<file path="config.mk">
export PLATFORM = sky130hd
export DESIGN_NAME = all_channels
export DESIGN_NICKNAME = d
export VERILOG_FILES = /design/src/verilog/link_pkg.sv /design/src/verilog/status_pkg.sv /design/src/verilog/chan_status_if.sv /design/src/verilog/all_channels.sv /design/src/verilog/gt_common_lock.sv /design/src/verilog/lane_deserializer.sv /design/src/verilog/lane_serializer.sv /design/src/verilog/one_channel.sv /design/src/verilog/status_regs.sv
export SDC_FILE = /design/constraint.sdc
export NUM_CORES = 1
export LEC_CHECK = 0
export ABC_AREA = 1
export BUFFER_PORTS_ARGS = -buffer_cell sky130_fd_sc_hd__buf_2
export CAP_MARGIN = 20
export CORE_MARGIN = 8
export CORE_UTILIZATION = 40
export DETAILED_ROUTE_END_ITERATION = 8
export SLEW_MARGIN = 30
export SYNTH_ARGS = -nofsm -noshare
export SYNTH_HDL_FRONTEND = slang
export SYNTH_SLANG_ARGS = --single-unit
</file>
<file path="constraint.sdc">
create_clock -name clk50 -period 10.47 [get_ports clk50]
set_input_delay 2.094 -clock clk50 [delete_from_list [all_inputs] [get_ports clk50]]
set_output_delay 2.094 -clock clk50 [all_outputs]
set_load 0.02 [all_outputs]
</file>
<file path="src/verilog/link_pkg.sv">
/*
  Link package. Serial frame format, stream word layout and the
  lane, lock and receive buffer constants shared by both lanes.
*/
package link_pkg;

  // one stream word; keep sits in the low bits so it leaves the pin first
  typedef struct packed {
    logic [31:0] data;   // payload
    logic        last;   // end of packet
    logic [3:0]  keep;   // byte enables
  } stream_word_t;

  ////////////////////////////////////////////////////////////////////////////
  // frame layout on the wire
  // start(0), keep, last, data lsb first, then parity; idle is txp high
  localparam int   WORD_BITS   = $bits(stream_word_t);     // 37
  localparam int   FRAME_BITS  = WORD_BITS + 2;            // 39 incl start + parity
  localparam int   CNT_W       = $clog2(FRAME_BITS + 1);   // bit counter width
  localparam logic PARITY_EVEN = 1'b1;                     // payload + parity has even weight

  ////////////////////////////////////////////////////////////////////////////
  // lane and lock timing
  localparam int IDLE_RUN    = 16;                        // idle samples before lane_up
  localparam int IDLE_W      = $clog2(IDLE_RUN + 1);      // idle run counter width
  localparam int LOCK_CYCLES = 32;                        // cycles from reset release to pll lock
  localparam int LOCK_W      = $clog2(LOCK_CYCLES + 1);   // lock counter width

  // receive buffer
  localparam int RX_DEPTH = 4;                  // words
  localparam int RX_AW    = $clog2(RX_DEPTH);   // pointer width

endpackage

</file>
<file path="src/verilog/status_pkg.sv">
/*
  Status package. Register map, bit positions and reset values
  of the Wishbone status block shared by both channels.
*/
package status_pkg;

  // register addresses on wb_adr
  localparam logic [3:0] REG_STATUS = 4'h0;   // read only
  localparam logic [3:0] REG_CTRL   = 4'h4;   // read/write
  localparam logic [3:0] REG_ERRCNT = 4'h8;   // read counts, write clears

  ////////////////////////////////////////////////////////////////////////////
  // REG_STATUS, one byte per channel
  localparam int CH_BITS     = 8;   // channel c at bits 8c+7 .. 8c
  localparam int ST_LANE_UP  = 0;
  localparam int ST_PLL_LOCK = 1;
  localparam int ST_RX_OVF   = 2;   // sticky
  localparam int ST_PARITY   = 3;   // sticky

  ////////////////////////////////////////////////////////////////////////////
  // REG_CTRL
  localparam int         CTRL_W     = 2;       // tx_enable, bit per channel
  localparam logic [1:0] CTRL_RESET = 2'b11;   // both transmitters on

  // REG_ERRCNT
  localparam int ERRCNT_W = 8;   // per channel, saturates at 255

endpackage

</file>
<file path="src/verilog/chan_status_if.sv">
/*
  Channel status interface. Carries one channel's link status and
  error count to the register block, and its controls back.
*/
interface chan_status_if import status_pkg::*; ();

  logic                lane_up;       // link trained and clean
  logic                pll_lock;      // shared pll locked
  logic                rx_overflow;   // sticky, frame lost on full buffer
  logic                parity_seen;   // sticky, bad frame dropped
  logic [ERRCNT_W-1:0] err_count;     // saturating parity error count
  logic                tx_enable;     // from REG_CTRL
  logic                clear_errs;    // one-cycle pulse

  modport chan (
    output lane_up, pll_lock, rx_overflow, parity_seen, err_count,
    input  tx_enable, clear_errs
  );

  modport regs (
    input  lane_up, pll_lock, rx_overflow, parity_seen, err_count,
    output tx_enable, clear_errs
  );

endinterface

</file>
<file path="src/verilog/all_channels.sv">
/*
  All channels. Two serial links to the neighbouring channel FPGAs,
  the shared PLL model and the Wishbone status block.
*/
module all_channels (
  input  logic        clk50,
  input  logic        rst_n,
  // wishbone
  input  logic        wb_cyc,
  input  logic        wb_stb,
  input  logic        wb_we,
  input  logic [3:0]  wb_adr,
  input  logic [31:0] wb_dat_i,
  output logic [31:0] wb_dat_o,
  output logic        wb_ack,
  // channel 0 streams and pins
  input  logic [31:0] c0_tx_data,
  input  logic [3:0]  c0_tx_keep,
  input  logic        c0_tx_valid,
  input  logic        c0_tx_last,
  output logic        c0_tx_ready,
  output logic [31:0] c0_rx_data,
  output logic [3:0]  c0_rx_keep,
  output logic        c0_rx_valid,
  output logic        c0_rx_last,
  input  logic        c0_rx_ready,
  input  logic        c0_rxp,
  input  logic        c0_rxn,
  output logic        c0_txp,
  output logic        c0_txn,
  // channel 1 streams and pins
  input  logic [31:0] c1_tx_data,
  input  logic [3:0]  c1_tx_keep,
  input  logic        c1_tx_valid,
  input  logic        c1_tx_last,
  output logic        c1_tx_ready,
  output logic [31:0] c1_rx_data,
  output logic [3:0]  c1_rx_keep,
  output logic        c1_rx_valid,
  output logic        c1_rx_last,
  input  logic        c1_rx_ready,
  input  logic        c1_rxp,
  input  logic        c1_rxn,
  output logic        c1_txp,
  output logic        c1_txn
);

  logic pll_lock;           // shared by both lanes
  logic c1_pll_reset_req;   // only chan1 may restart the pll

  chan_status_if stat0_if ();
  chan_status_if stat1_if ();

  ////////////////////////////////////////////////////////////////////////////
  // channels
  one_channel chan0 (
    .clk50 (clk50), .rst_n (rst_n),
    .tx_data (c0_tx_data), .tx_keep (c0_tx_keep), .tx_valid (c0_tx_valid),
    .tx_last (c0_tx_last), .tx_ready (c0_tx_ready),
    .rx_data (c0_rx_data), .rx_keep (c0_rx_keep), .rx_valid (c0_rx_valid),
    .rx_last (c0_rx_last), .rx_ready (c0_rx_ready),
    .rxp (c0_rxp), .rxn (c0_rxn), .txp (c0_txp), .txn (c0_txn),
    .pll_lock (pll_lock),
    .pll_reset_req (),            // not routed to the shared pll
    .stat (stat0_if)
  );

  one_channel chan1 (
    .clk50 (clk50), .rst_n (rst_n),
    .tx_data (c1_tx_data), .tx_keep (c1_tx_keep), .tx_valid (c1_tx_valid),
    .tx_last (c1_tx_last), .tx_ready (c1_tx_ready),
    .rx_data (c1_rx_data), .rx_keep (c1_rx_keep), .rx_valid (c1_rx_valid),
    .rx_last (c1_rx_last), .rx_ready (c1_rx_ready),
    .rxp (c1_rxp), .rxn (c1_rxn), .txp (c1_txp), .txn (c1_txn),
    .pll_lock (pll_lock),
    .pll_reset_req (c1_pll_reset_req),
    .stat (stat1_if)
  );

  ////////////////////////////////////////////////////////////////////////////
  // shared pll and register block
  gt_common_lock u_gt_common (
    .clk50 (clk50), .rst_n (rst_n),
    .pll_reset_req (c1_pll_reset_req),
    .pll_lock (pll_lock)
  );

  status_regs u_status_regs (
    .clk50 (clk50), .rst_n (rst_n),
    .wb_cyc (wb_cyc), .wb_stb (wb_stb), .wb_we (wb_we), .wb_adr (wb_adr),
    .wb_dat_i (wb_dat_i), .wb_dat_o (wb_dat_o), .wb_ack (wb_ack),
    .stat0 (stat0_if), .stat1 (stat1_if)
  );

endmodule

</file>
<file path="src/verilog/gt_common_lock.sv">
/*
  Shared PLL model. Counts a fixed time after reset or after a
  reset request from a channel, then holds lock.
*/
module gt_common_lock import link_pkg::*; (
  input  logic clk50,
  input  logic rst_n,
  input  logic pll_reset_req,   // restarts the lock sequence
  output logic pll_lock
);

  logic [LOCK_W-1:0] lock_cnt;   // stops at LOCK_CYCLES

  always_ff @(posedge clk50 or negedge rst_n) begin
    if (!rst_n) begin
      lock_cnt <= '0;
    end else if (pll_reset_req) begin
      lock_cnt <= '0;              // drop lock, count again
    end else if (!pll_lock) begin
      lock_cnt <= lock_cnt + 1'b1;
    end
  end

  assign pll_lock = (lock_cnt == LOCK_W'(LOCK_CYCLES));

endmodule

</file>
<file path="src/verilog/lane_deserializer.sv">
/*
  Lane deserializer. Samples rxp/rxn, finds the start bit, rebuilds
  and parity checks each frame, and buffers good words in a small FIFO.
*/
module lane_deserializer import link_pkg::*; (
  input  logic         clk50,
  input  logic         rst_n,
  input  logic         rxp,
  input  logic         rxn,
  output stream_word_t m_rx,
  output logic         m_valid,
  input  logic         m_ready,
  output logic         frame_ok,     // word written to buffer
  output logic         parity_err,   // frame dropped
  output logic         overflow,     // good frame, buffer full
  output logic         line_fault    // rxp == rxn
);

  logic                 rxp_q;
  logic                 rxn_q;
  logic [CNT_W-1:0]     bit_cnt;   // bits still to collect
  logic [WORD_BITS:0]   rx_sh;     // parity at top, payload below
  logic                 done;      // full frame in rx_sh
  logic                 par_ok;
  stream_word_t         mem [RX_DEPTH];
  logic [RX_AW-1:0]     wr_ptr;
  logic [RX_AW-1:0]     rd_ptr;
  logic [RX_AW:0]       count;
  logic                 full;
  logic                 push;
  logic                 pop;

  // pin sampling, reset to the idle pattern
  always_ff @(posedge clk50 or negedge rst_n) begin
    if (!rst_n) begin
      rxp_q <= 1'b1;
      rxn_q <= 1'b0;
    end else begin
      rxp_q <= rxp;
      rxn_q <= rxn;
    end
  end

  assign line_fault = (rxp_q == rxn_q);

  ////////////////////////////////////////////////////////////////////////////
  // frame assembly
  always_ff @(posedge clk50 or negedge rst_n) begin
    if (!rst_n) begin
      bit_cnt <= '0;
      done    <= 1'b0;
    end else begin
      done <= 1'b0;
      if (line_fault) begin
        bit_cnt <= '0;                         // abort, wait for next start
      end else if (bit_cnt != '0) begin
        bit_cnt <= bit_cnt - 1'b1;
        done    <= (bit_cnt == CNT_W'(1));     // last bit shifting in
      end else if (!rxp_q) begin
        bit_cnt <= CNT_W'(FRAME_BITS - 1);     // start bit seen
      end
    end
  end

  always_ff @(posedge clk50) begin
    if (bit_cnt != '0) begin
      rx_sh <= {rxp_q, rx_sh[WORD_BITS:1]};   // lsb arrives first
    end
  end

  // total weight of payload + parity
  assign par_ok = ((^rx_sh) == ~PARITY_EVEN);

  ////////////////////////////////////////////////////////////////////////////
  // receive buffer
  assign full       = (count == (RX_AW + 1)'(RX_DEPTH));
  assign push       = done && par_ok && !full;
  assign pop        = m_valid && m_ready;
  assign frame_ok   = push;
  assign overflow   = done && par_ok && full;    // frame lost
  assign parity_err = done && !par_ok;

  always_ff @(posedge clk50) begin
    if (push) begin
      mem[wr_ptr] <= stream_word_t'(rx_sh[WORD_BITS-1:0]);
    end
  end

  always_ff @(posedge clk50 or negedge rst_n) begin
    if (!rst_n) begin
      wr_ptr <= '0;
      rd_ptr <= '0;
      count  <= '0;
    end else begin
      if (push) wr_ptr <= wr_ptr + 1'b1;
      if (pop)  rd_ptr <= rd_ptr + 1'b1;
      count <= count + (RX_AW + 1)'(push) - (RX_AW + 1)'(pop);
    end
  end

  assign m_valid = (count != '0);
  assign m_rx    = mem[rd_ptr];

endmodule

</file>
<file path="src/verilog/lane_serializer.sv">
/*
  Lane serializer. Takes one stream word per handshake, adds start
  and parity bits, and shifts the frame out on txp/txn.
*/
module lane_serializer import link_pkg::*; (
  input  logic         clk50,
  input  logic         rst_n,
  input  logic         enable,    // lane up, locked and tx enabled
  input  stream_word_t s_tx,
  input  logic         s_valid,
  output logic         s_ready,
  output logic         txp,
  output logic         txn
);

  logic [CNT_W-1:0]      bit_cnt;   // bits left in frame, 0 = idle
  logic [FRAME_BITS-1:0] tx_sh;     // frame, lsb goes out next
  logic                  load;

  // take a word only between frames
  assign s_ready = enable && (bit_cnt == '0);
  assign load    = s_valid && s_ready;

  assign txn = ~txp;   // differential pair

  ////////////////////////////////////////////////////////////////////////////
  // bit counter and line driver
  always_ff @(posedge clk50 or negedge rst_n) begin
    if (!rst_n) begin
      bit_cnt <= '0;
      txp     <= 1'b1;   // idle high
    end else if (load) begin
      bit_cnt <= CNT_W'(FRAME_BITS);
      txp     <= 1'b1;   // gap cycle before the start bit
    end else if (bit_cnt != '0) begin
      bit_cnt <= bit_cnt - 1'b1;
      txp     <= tx_sh[0];
    end else begin
      txp <= 1'b1;
    end
  end

  ////////////////////////////////////////////////////////////////////////////
  // frame shifter
  // layout lsb first: start 0, payload, parity
  always_ff @(posedge clk50) begin
    if (load) begin
      tx_sh <= {^{s_tx, ~PARITY_EVEN}, s_tx, 1'b0};
    end else if (bit_cnt != '0) begin
      tx_sh <= tx_sh >> 1;
    end
  end

endmodule

</file>
<file path="src/verilog/one_channel.sv">
/*
  One serial channel. Serializer and deserializer for a lane, plus
  lane-up tracking, pll reset request and error bookkeeping.
*/
module one_channel import link_pkg::*; (
  input  logic        clk50,
  input  logic        rst_n,
  // transmit stream
  input  logic [31:0] tx_data,
  input  logic [3:0]  tx_keep,
  input  logic        tx_valid,
  input  logic        tx_last,
  output logic        tx_ready,
  // receive stream
  output logic [31:0] rx_data,
  output logic [3:0]  rx_keep,
  output logic        rx_valid,
  output logic        rx_last,
  input  logic        rx_ready,
  // pins
  input  logic        rxp,
  input  logic        rxn,
  output logic        txp,
  output logic        txn,
  // shared pll
  input  logic        pll_lock,
  output logic        pll_reset_req,
  chan_status_if.chan stat
);

  stream_word_t      tx_word;
  stream_word_t      rx_word;
  logic              parity_err;
  logic              overflow;
  logic              line_fault;
  logic              fault_q;    // fault on previous sample
  logic [IDLE_W-1:0] idle_cnt;   // saturating count of idle samples

  assign tx_word  = '{data: tx_data, last: tx_last, keep: tx_keep};
  assign rx_data  = rx_word.data;
  assign rx_keep  = rx_word.keep;
  assign rx_last  = rx_word.last;

  lane_serializer u_ser (
    .clk50   (clk50),
    .rst_n   (rst_n),
    .enable  (stat.lane_up && pll_lock && stat.tx_enable),
    .s_tx    (tx_word),
    .s_valid (tx_valid),
    .s_ready (tx_ready),
    .txp     (txp),
    .txn     (txn)
  );

  lane_deserializer u_des (
    .clk50      (clk50),
    .rst_n      (rst_n),
    .rxp        (rxp),
    .rxn        (rxn),
    .m_rx       (rx_word),
    .m_valid    (rx_valid),
    .m_ready    (rx_ready),
    .frame_ok   (),
    .parity_err (parity_err),
    .overflow   (overflow),
    .line_fault (line_fault)
  );

  ////////////////////////////////////////////////////////////////////////////
  // lane up tracking
  always_ff @(posedge clk50 or negedge rst_n) begin
    if (!rst_n) begin
      idle_cnt     <= '0;
      fault_q      <= 1'b0;
      stat.lane_up <= 1'b0;
    end else begin
      fault_q <= line_fault;
      if (!(rxp && !rxn)) begin
        idle_cnt <= '0;                       // frame bits or fault
      end else if (idle_cnt != IDLE_W'(IDLE_RUN)) begin
        idle_cnt <= idle_cnt + 1'b1;
      end
      if (line_fault || !pll_lock) begin
        stat.lane_up <= 1'b0;
      end else if (idle_cnt == IDLE_W'(IDLE_RUN)) begin
        stat.lane_up <= 1'b1;                 // full idle run seen
      end
    end
  end

  // fault held over two samples asks for a pll restart
  assign pll_reset_req = line_fault && fault_q;
  assign stat.pll_lock = pll_lock;

  // sticky bits and saturating error count
  always_ff @(posedge clk50 or negedge rst_n) begin
    if (!rst_n) begin
      stat.rx_overflow <= 1'b0;
      stat.parity_seen <= 1'b0;
      stat.err_count   <= '0;
    end else if (stat.clear_errs) begin
      stat.rx_overflow <= 1'b0;
      stat.parity_seen <= 1'b0;
      stat.err_count   <= '0;
    end else begin
      if (overflow) stat.rx_overflow <= 1'b1;
      if (parity_err) begin
        stat.parity_seen <= 1'b1;
        if (stat.err_count != '1) stat.err_count <= stat.err_count + 1'b1;
      end
    end
  end

endmodule

</file>
<file path="src/verilog/status_regs.sv">
/*
  Status registers. Wishbone classic slave that merges both channels'
  status and error counts and holds the transmit enable control.
*/
module status_regs import status_pkg::*; (
  input  logic        clk50,
  input  logic        rst_n,
  // wishbone classic
  input  logic        wb_cyc,
  input  logic        wb_stb,
  input  logic        wb_we,
  input  logic [3:0]  wb_adr,
  input  logic [31:0] wb_dat_i,
  output logic [31:0] wb_dat_o,
  output logic        wb_ack,
  // channel status
  chan_status_if.regs stat0,
  chan_status_if.regs stat1
);

  logic [CTRL_W-1:0] ctrl;          // tx_enable per channel
  logic              clr_q;         // errcnt write seen
  logic              req;           // new bus cycle
  logic              wr;
  logic [31:0]       status_word;
  logic [31:0]       errcnt_word;
  logic [31:0]       rd_data;

  // one status byte
  function automatic logic [CH_BITS-1:0] chan_bits(input logic up, input logic lock,
                                                   input logic ovf, input logic par);
    logic [CH_BITS-1:0] b;
    b              = '0;
    b[ST_LANE_UP]  = up;
    b[ST_PLL_LOCK] = lock;
    b[ST_RX_OVF]   = ovf;
    b[ST_PARITY]   = par;
    return b;
  endfunction

  assign req = wb_cyc && wb_stb && !wb_ack;   // ack once per access
  assign wr  = req && wb_we;

  assign status_word = {{(32 - 2*CH_BITS){1'b0}},
                        chan_bits(stat1.lane_up, stat1.pll_lock,
                                  stat1.rx_overflow, stat1.parity_seen),
                        chan_bits(stat0.lane_up, stat0.pll_lock,
                                  stat0.rx_overflow, stat0.parity_seen)};
  assign errcnt_word = {{(32 - 2*ERRCNT_W){1'b0}}, stat1.err_count, stat0.err_count};

  ////////////////////////////////////////////////////////////////////////////
  // read mux, unmapped reads as zero
  always_comb begin
    case (wb_adr)
      REG_STATUS: rd_data = status_word;
      REG_CTRL:   rd_data = {{(32 - CTRL_W){1'b0}}, ctrl};
      REG_ERRCNT: rd_data = errcnt_word;
      default:    rd_data = '0;
    endcase
  end

  always_ff @(posedge clk50 or negedge rst_n) begin
    if (!rst_n) begin
      wb_ack <= 1'b0;
      ctrl   <= CTRL_RESET;
      clr_q  <= 1'b0;
    end else begin
      wb_ack <= req;
      clr_q  <= wr && (wb_adr == REG_ERRCNT);          // any value clears
      if (wr && wb_adr == REG_CTRL) ctrl <= wb_dat_i[CTRL_W-1:0];
    end
  end

  always_ff @(posedge clk50) begin
    if (req) wb_dat_o <= rd_data;   // valid with ack
  end

  assign stat0.tx_enable  = ctrl[0];
  assign stat1.tx_enable  = ctrl[1];
  assign stat0.clear_errs = clr_q;
  assign stat1.clear_errs = clr_q;

endmodule
</file>
==> results.md <==
* Outcome: finished clean
* Synth async-reset ratio at 16.0%
* WL met3 at 2890 um
* Slew @ Worst Pin at 0.800 ns
* Critical path's top delay family: buffers and inverters
* First-pass GRT wire length at 80800 um
* Final setup vio count at 0
* Grt ovf at 0
* Slowest CP cell: buf_4
* Startpoint Class: flip-flop
* Antenna Diode Count at 0
* RSZ-0062 raised after global routing: no
* First-pass DRT Iterations at 6
* Die Footprint at 67700 um^2
* Mapped Area at 23800 um^2
* Fmax at 197 MHz
* CP bufs+invs at 4
* HPWL Detailed at 30800 um
* Drt via density at 5.00
* # fillers at 5288
* Highest Signal Layer: met5
* Crit path max fanout at 76
* Mean post-synth cell area at 12.1 um^2
* Register area share after synthesis at 68.0%
* Post-synth cell types at 57
* Relative slew slack at 46.6%
* Post-synth top flop: edfxtp_1
* Req. time, crit path at 8.38 ns
* Fin Clk Skew at 0.0151 ns
* Vias at 15000
* CTS clk-pin slew, worst paths at 0.06 ns
* CTS buffer count at 58
* Fin Setup TNS at 0 ns
* Setup bufs post-CTS at 0
* Yosys top cell by area: edfxtp_1
* Clk buf depth at 3
* CP arrival at 2.98 ns
* Root Buffer Master: clkbuf_16
* CTS tree: yes
* Slew Viols, Final at 0
* Endpoint class of the critical path: output pin
* Port Buf Inserts at 191
* Worst path max stage delay at 0.57 ns
* CP Cell Sequence: buf_4 -> inv_2 -> buf_4 -> o21ai_0 -> o22ai_1 -> buf_2
* Avg WL per Cell at 17.1 um
* Site Rows at 89
* M1 WL at 22900 um
* Hold_sp: chan0.u_ser.tx_sh[0]
* R2R Path Start: chan1.u_des.rx_sh[8]
* Layout cells sized above 1 at 16.4%
* Area occupied by registers at 16200 um^2
* Fin nets at 2327
* Worst-skew pair later-pin latency at 0.62 ns
* Yosys top cell area share at 58.5%
* Worst min path class: flip-flop to flip-flop
* Register bit total from synthesis at 555
* Initial DRC Count at 1083
* Final hold violations at 0
* Period utilization at 48.5%
* Post-synth EDFFs at 464
* Crit-path most repeated cell: buf_4
* Initial antenna violation count at 2
* Vias in the first global route at 15000
* H-tree depth at 2
* Hold_buf cts at 0
* Top cells by area, synth: edfxtp_1, dfrtp_1, nand2_1
* Core area at 59000 um^2
* Final worst setup slack at 5.40 ns
* Crit path kind: flip-flop to output pin
* Final WL at 51100 um
* Leakage at 10.6 nW
* DR WL met2 at 24200 um
* Gate Count Post-Synth at 1967
* Area Growth Syn to Fin at 16.0%
* I/O pin count at 238
* Area of the multi-input gates at 6760 um^2
* CTS resizes at 0
* Sink Count at 555
* Gp weighted congestion at 0.765
* Antenna-violating nets left at 0
* Starting Density at 40.4%
* Pwr Density at 298 nW/um^2
* Drt drc at 0
* Largest net degree at the start of global routing at 77
* Final worst path period need at 5.07 ns
* Height of the die at 260 um
* Width of the die at 260 um
* Critical path origin: chan1.u_des.rd_ptr[0]
* YS warnings at 0
* Setup slack at placement at 5.99 ns
* Worst vdd ir at 0.000183 V
* Max-cap viol count at 0
* Total GRT Usage at 14.8%
[state kept, by name (all words and copies together), names as in the netlist, 3 cells and up]
signal / cells
chan1.u_des.bit_cnt: 6
chan0.u_des.bit_cnt: 6
chan0.u_des.mem: 148
chan0.u_ser.bit_cnt: 6
chan1.idle_cnt: 5
u_status_regs.wb_dat_o: 16
u_gt_common.lock_cnt: 6
chan0.u_des.rx_sh: 38
chan0.u_des.count: 3
chan1.u_des.mem: 148
chan1.stat.err_count: 8
chan1.u_ser.tx_sh: 39
chan1.u_des.rx_sh: 38
chan0.u_ser.tx_sh: 39
chan0.stat.err_count: 8
chan0.idle_cnt: 5
chan1.u_des.count: 3
chan1.u_ser.bit_cnt: 6
[worst register-to-register path: stages (launching register included)]
cell	delay [ns]
edfxtp_1	0.50
inv_1	0.12
nand2_1	0.06
nand2_1	0.07
nand2_1	0.06
nand2_1	0.07
nand2_1	0.07
nand2_2	0.09
inv_1	0.05
nand2_1	0.14
nand2_1	0.09
nand2_2	0.08
nand2_2	0.06
nand2_4	0.08
nand4_1	0.42
nor2_4	0.22
buf_4	0.53
[placed cells by master, fill, tap and decap left out, types with 58 or more instances in the layout]
cell type and n:
a22o_1 70, o21ai_0 172, nor2_1 216, clkbuf_16 58, xnor2_1 86, xor2_1 63
o22ai_1 76, inv_1 138, edfxtp_1 464, buf_2 190, nand2_1 296, dfrtp_1 81
[through the flow]
step | std cells | power, mW | utilization, % | cell area (um^2) | hold WS, ns
after CTS | 2998 | 8.34 | 46.9 | 27700 | 0.401
after global placement | 2889 | 6.04 | 43.5 | 25700 | 0.391
after global routing | 2998 | 8.78 | 46.9 | 27700 | 0.437
after floorplan | 1982 | 5.25 | - | 23900 | 0.378
final | 2998 | 8.24 | 46.9 | 27700 | 0.399
after detailed placement | 2889 | 6.15 | 43.5 | 25700 | 0.392
[cell type report]
cell class / count / share of cell area [%]
flip-flops and latches: 555 / 58.6
multi-input cells: 1195 / 24.4
clock buffers: 69 / 5.40
repair buffers: 215 / 4.13
well taps: 773 / 3.50
inverters: 151 / 2.09
clock inverters: 40 / 1.85
[logic make-up (layout without fill, tap and decap cells)]
| group | after synthesis | count (layout) | share of synthesized area (%) |
|---|---|---|---|
| muxes | 2 | 2 | 0.0945 |
| other | 1 | 16 | 0.0157 |
| AOI/OAI and AO/OA | 354 | 354 | 9.12 |
| xor gates and xnor gates | 149 | 149 | 5.48 |
| and+or+nand+nor | 646 | 646 | 11.6 |
| buffers and inverters | 232 | 475 | 4.15 |
| adders and majority gates | 28 | 28 | 1.53 |
| DFF | 555 | 555 | 68.0 |
[final timing paths]
| kind | end | cells past startpoint | slack (ns) |
|---|---|---|---|
| max in group asynchronous | chan1.u_des.rd_ptr[0] | 2 | 8.14 |
| min in group asynchronous | chan0.u_des.count[0] | 1 | 1.34 |
| min reg2reg | chan0.u_ser.txp | 2 | 0.40 |
| max reg2reg | chan1.u_des.mem[2][19] | 16 | 7.39 |
| max | c1_rx_data[29] | 6 | 5.40 |
| min | chan0.u_ser.txp | 2 | 0.40 |
[per-layer routing]
metal  up-vias  global-route usage [%]
met1      7348                    19.9
met5         -                       0
met4         4                    3.77
li1       7270                       -
met2       294                    24.1
met3        88                    3.34
[power by group]
group | internal (mW) | switching, mW | leakage (nW) | total (mW)
clock network | 1.29 | 0.863 | 0.971 | 2.15
logic | 0.890 | 1.90 | 4.29 | 2.79
registers | 2.94 | 0.354 | 5.30 | 3.29
[cells in the mapped netlist (4+ instances only)]
| cell | n |
|---|---|
| nand2_2 | 10 |
| a22o_1 | 70 |
| nor2_1 | 225 |
| nor2_4 | 4 |
| nand4_1 | 8 |
| inv_1 | 140 |
| nor4_1 | 4 |
| xor2_1 | 63 |
| dfrtp_1 | 83 |
| xnor2_1 | 86 |
| o21ai_0 | 172 |
| dfstp_2 | 6 |
| nand3_1 | 54 |
| edfxtp_1 | 464 |
| nand3_2 | 5 |
| nor3_1 | 15 |
| buf_6 | 6 |
| a21oi_1 | 21 |
| nand2_4 | 4 |
| ha_1 | 26 |
| a32o_1 | 4 |
| inv_2 | 7 |
| clkbuf_1 | 57 |
| buf_4 | 16 |
| o22ai_1 | 76 |
| nand2_1 | 296 |
Power figures use the tool's default switching activity.
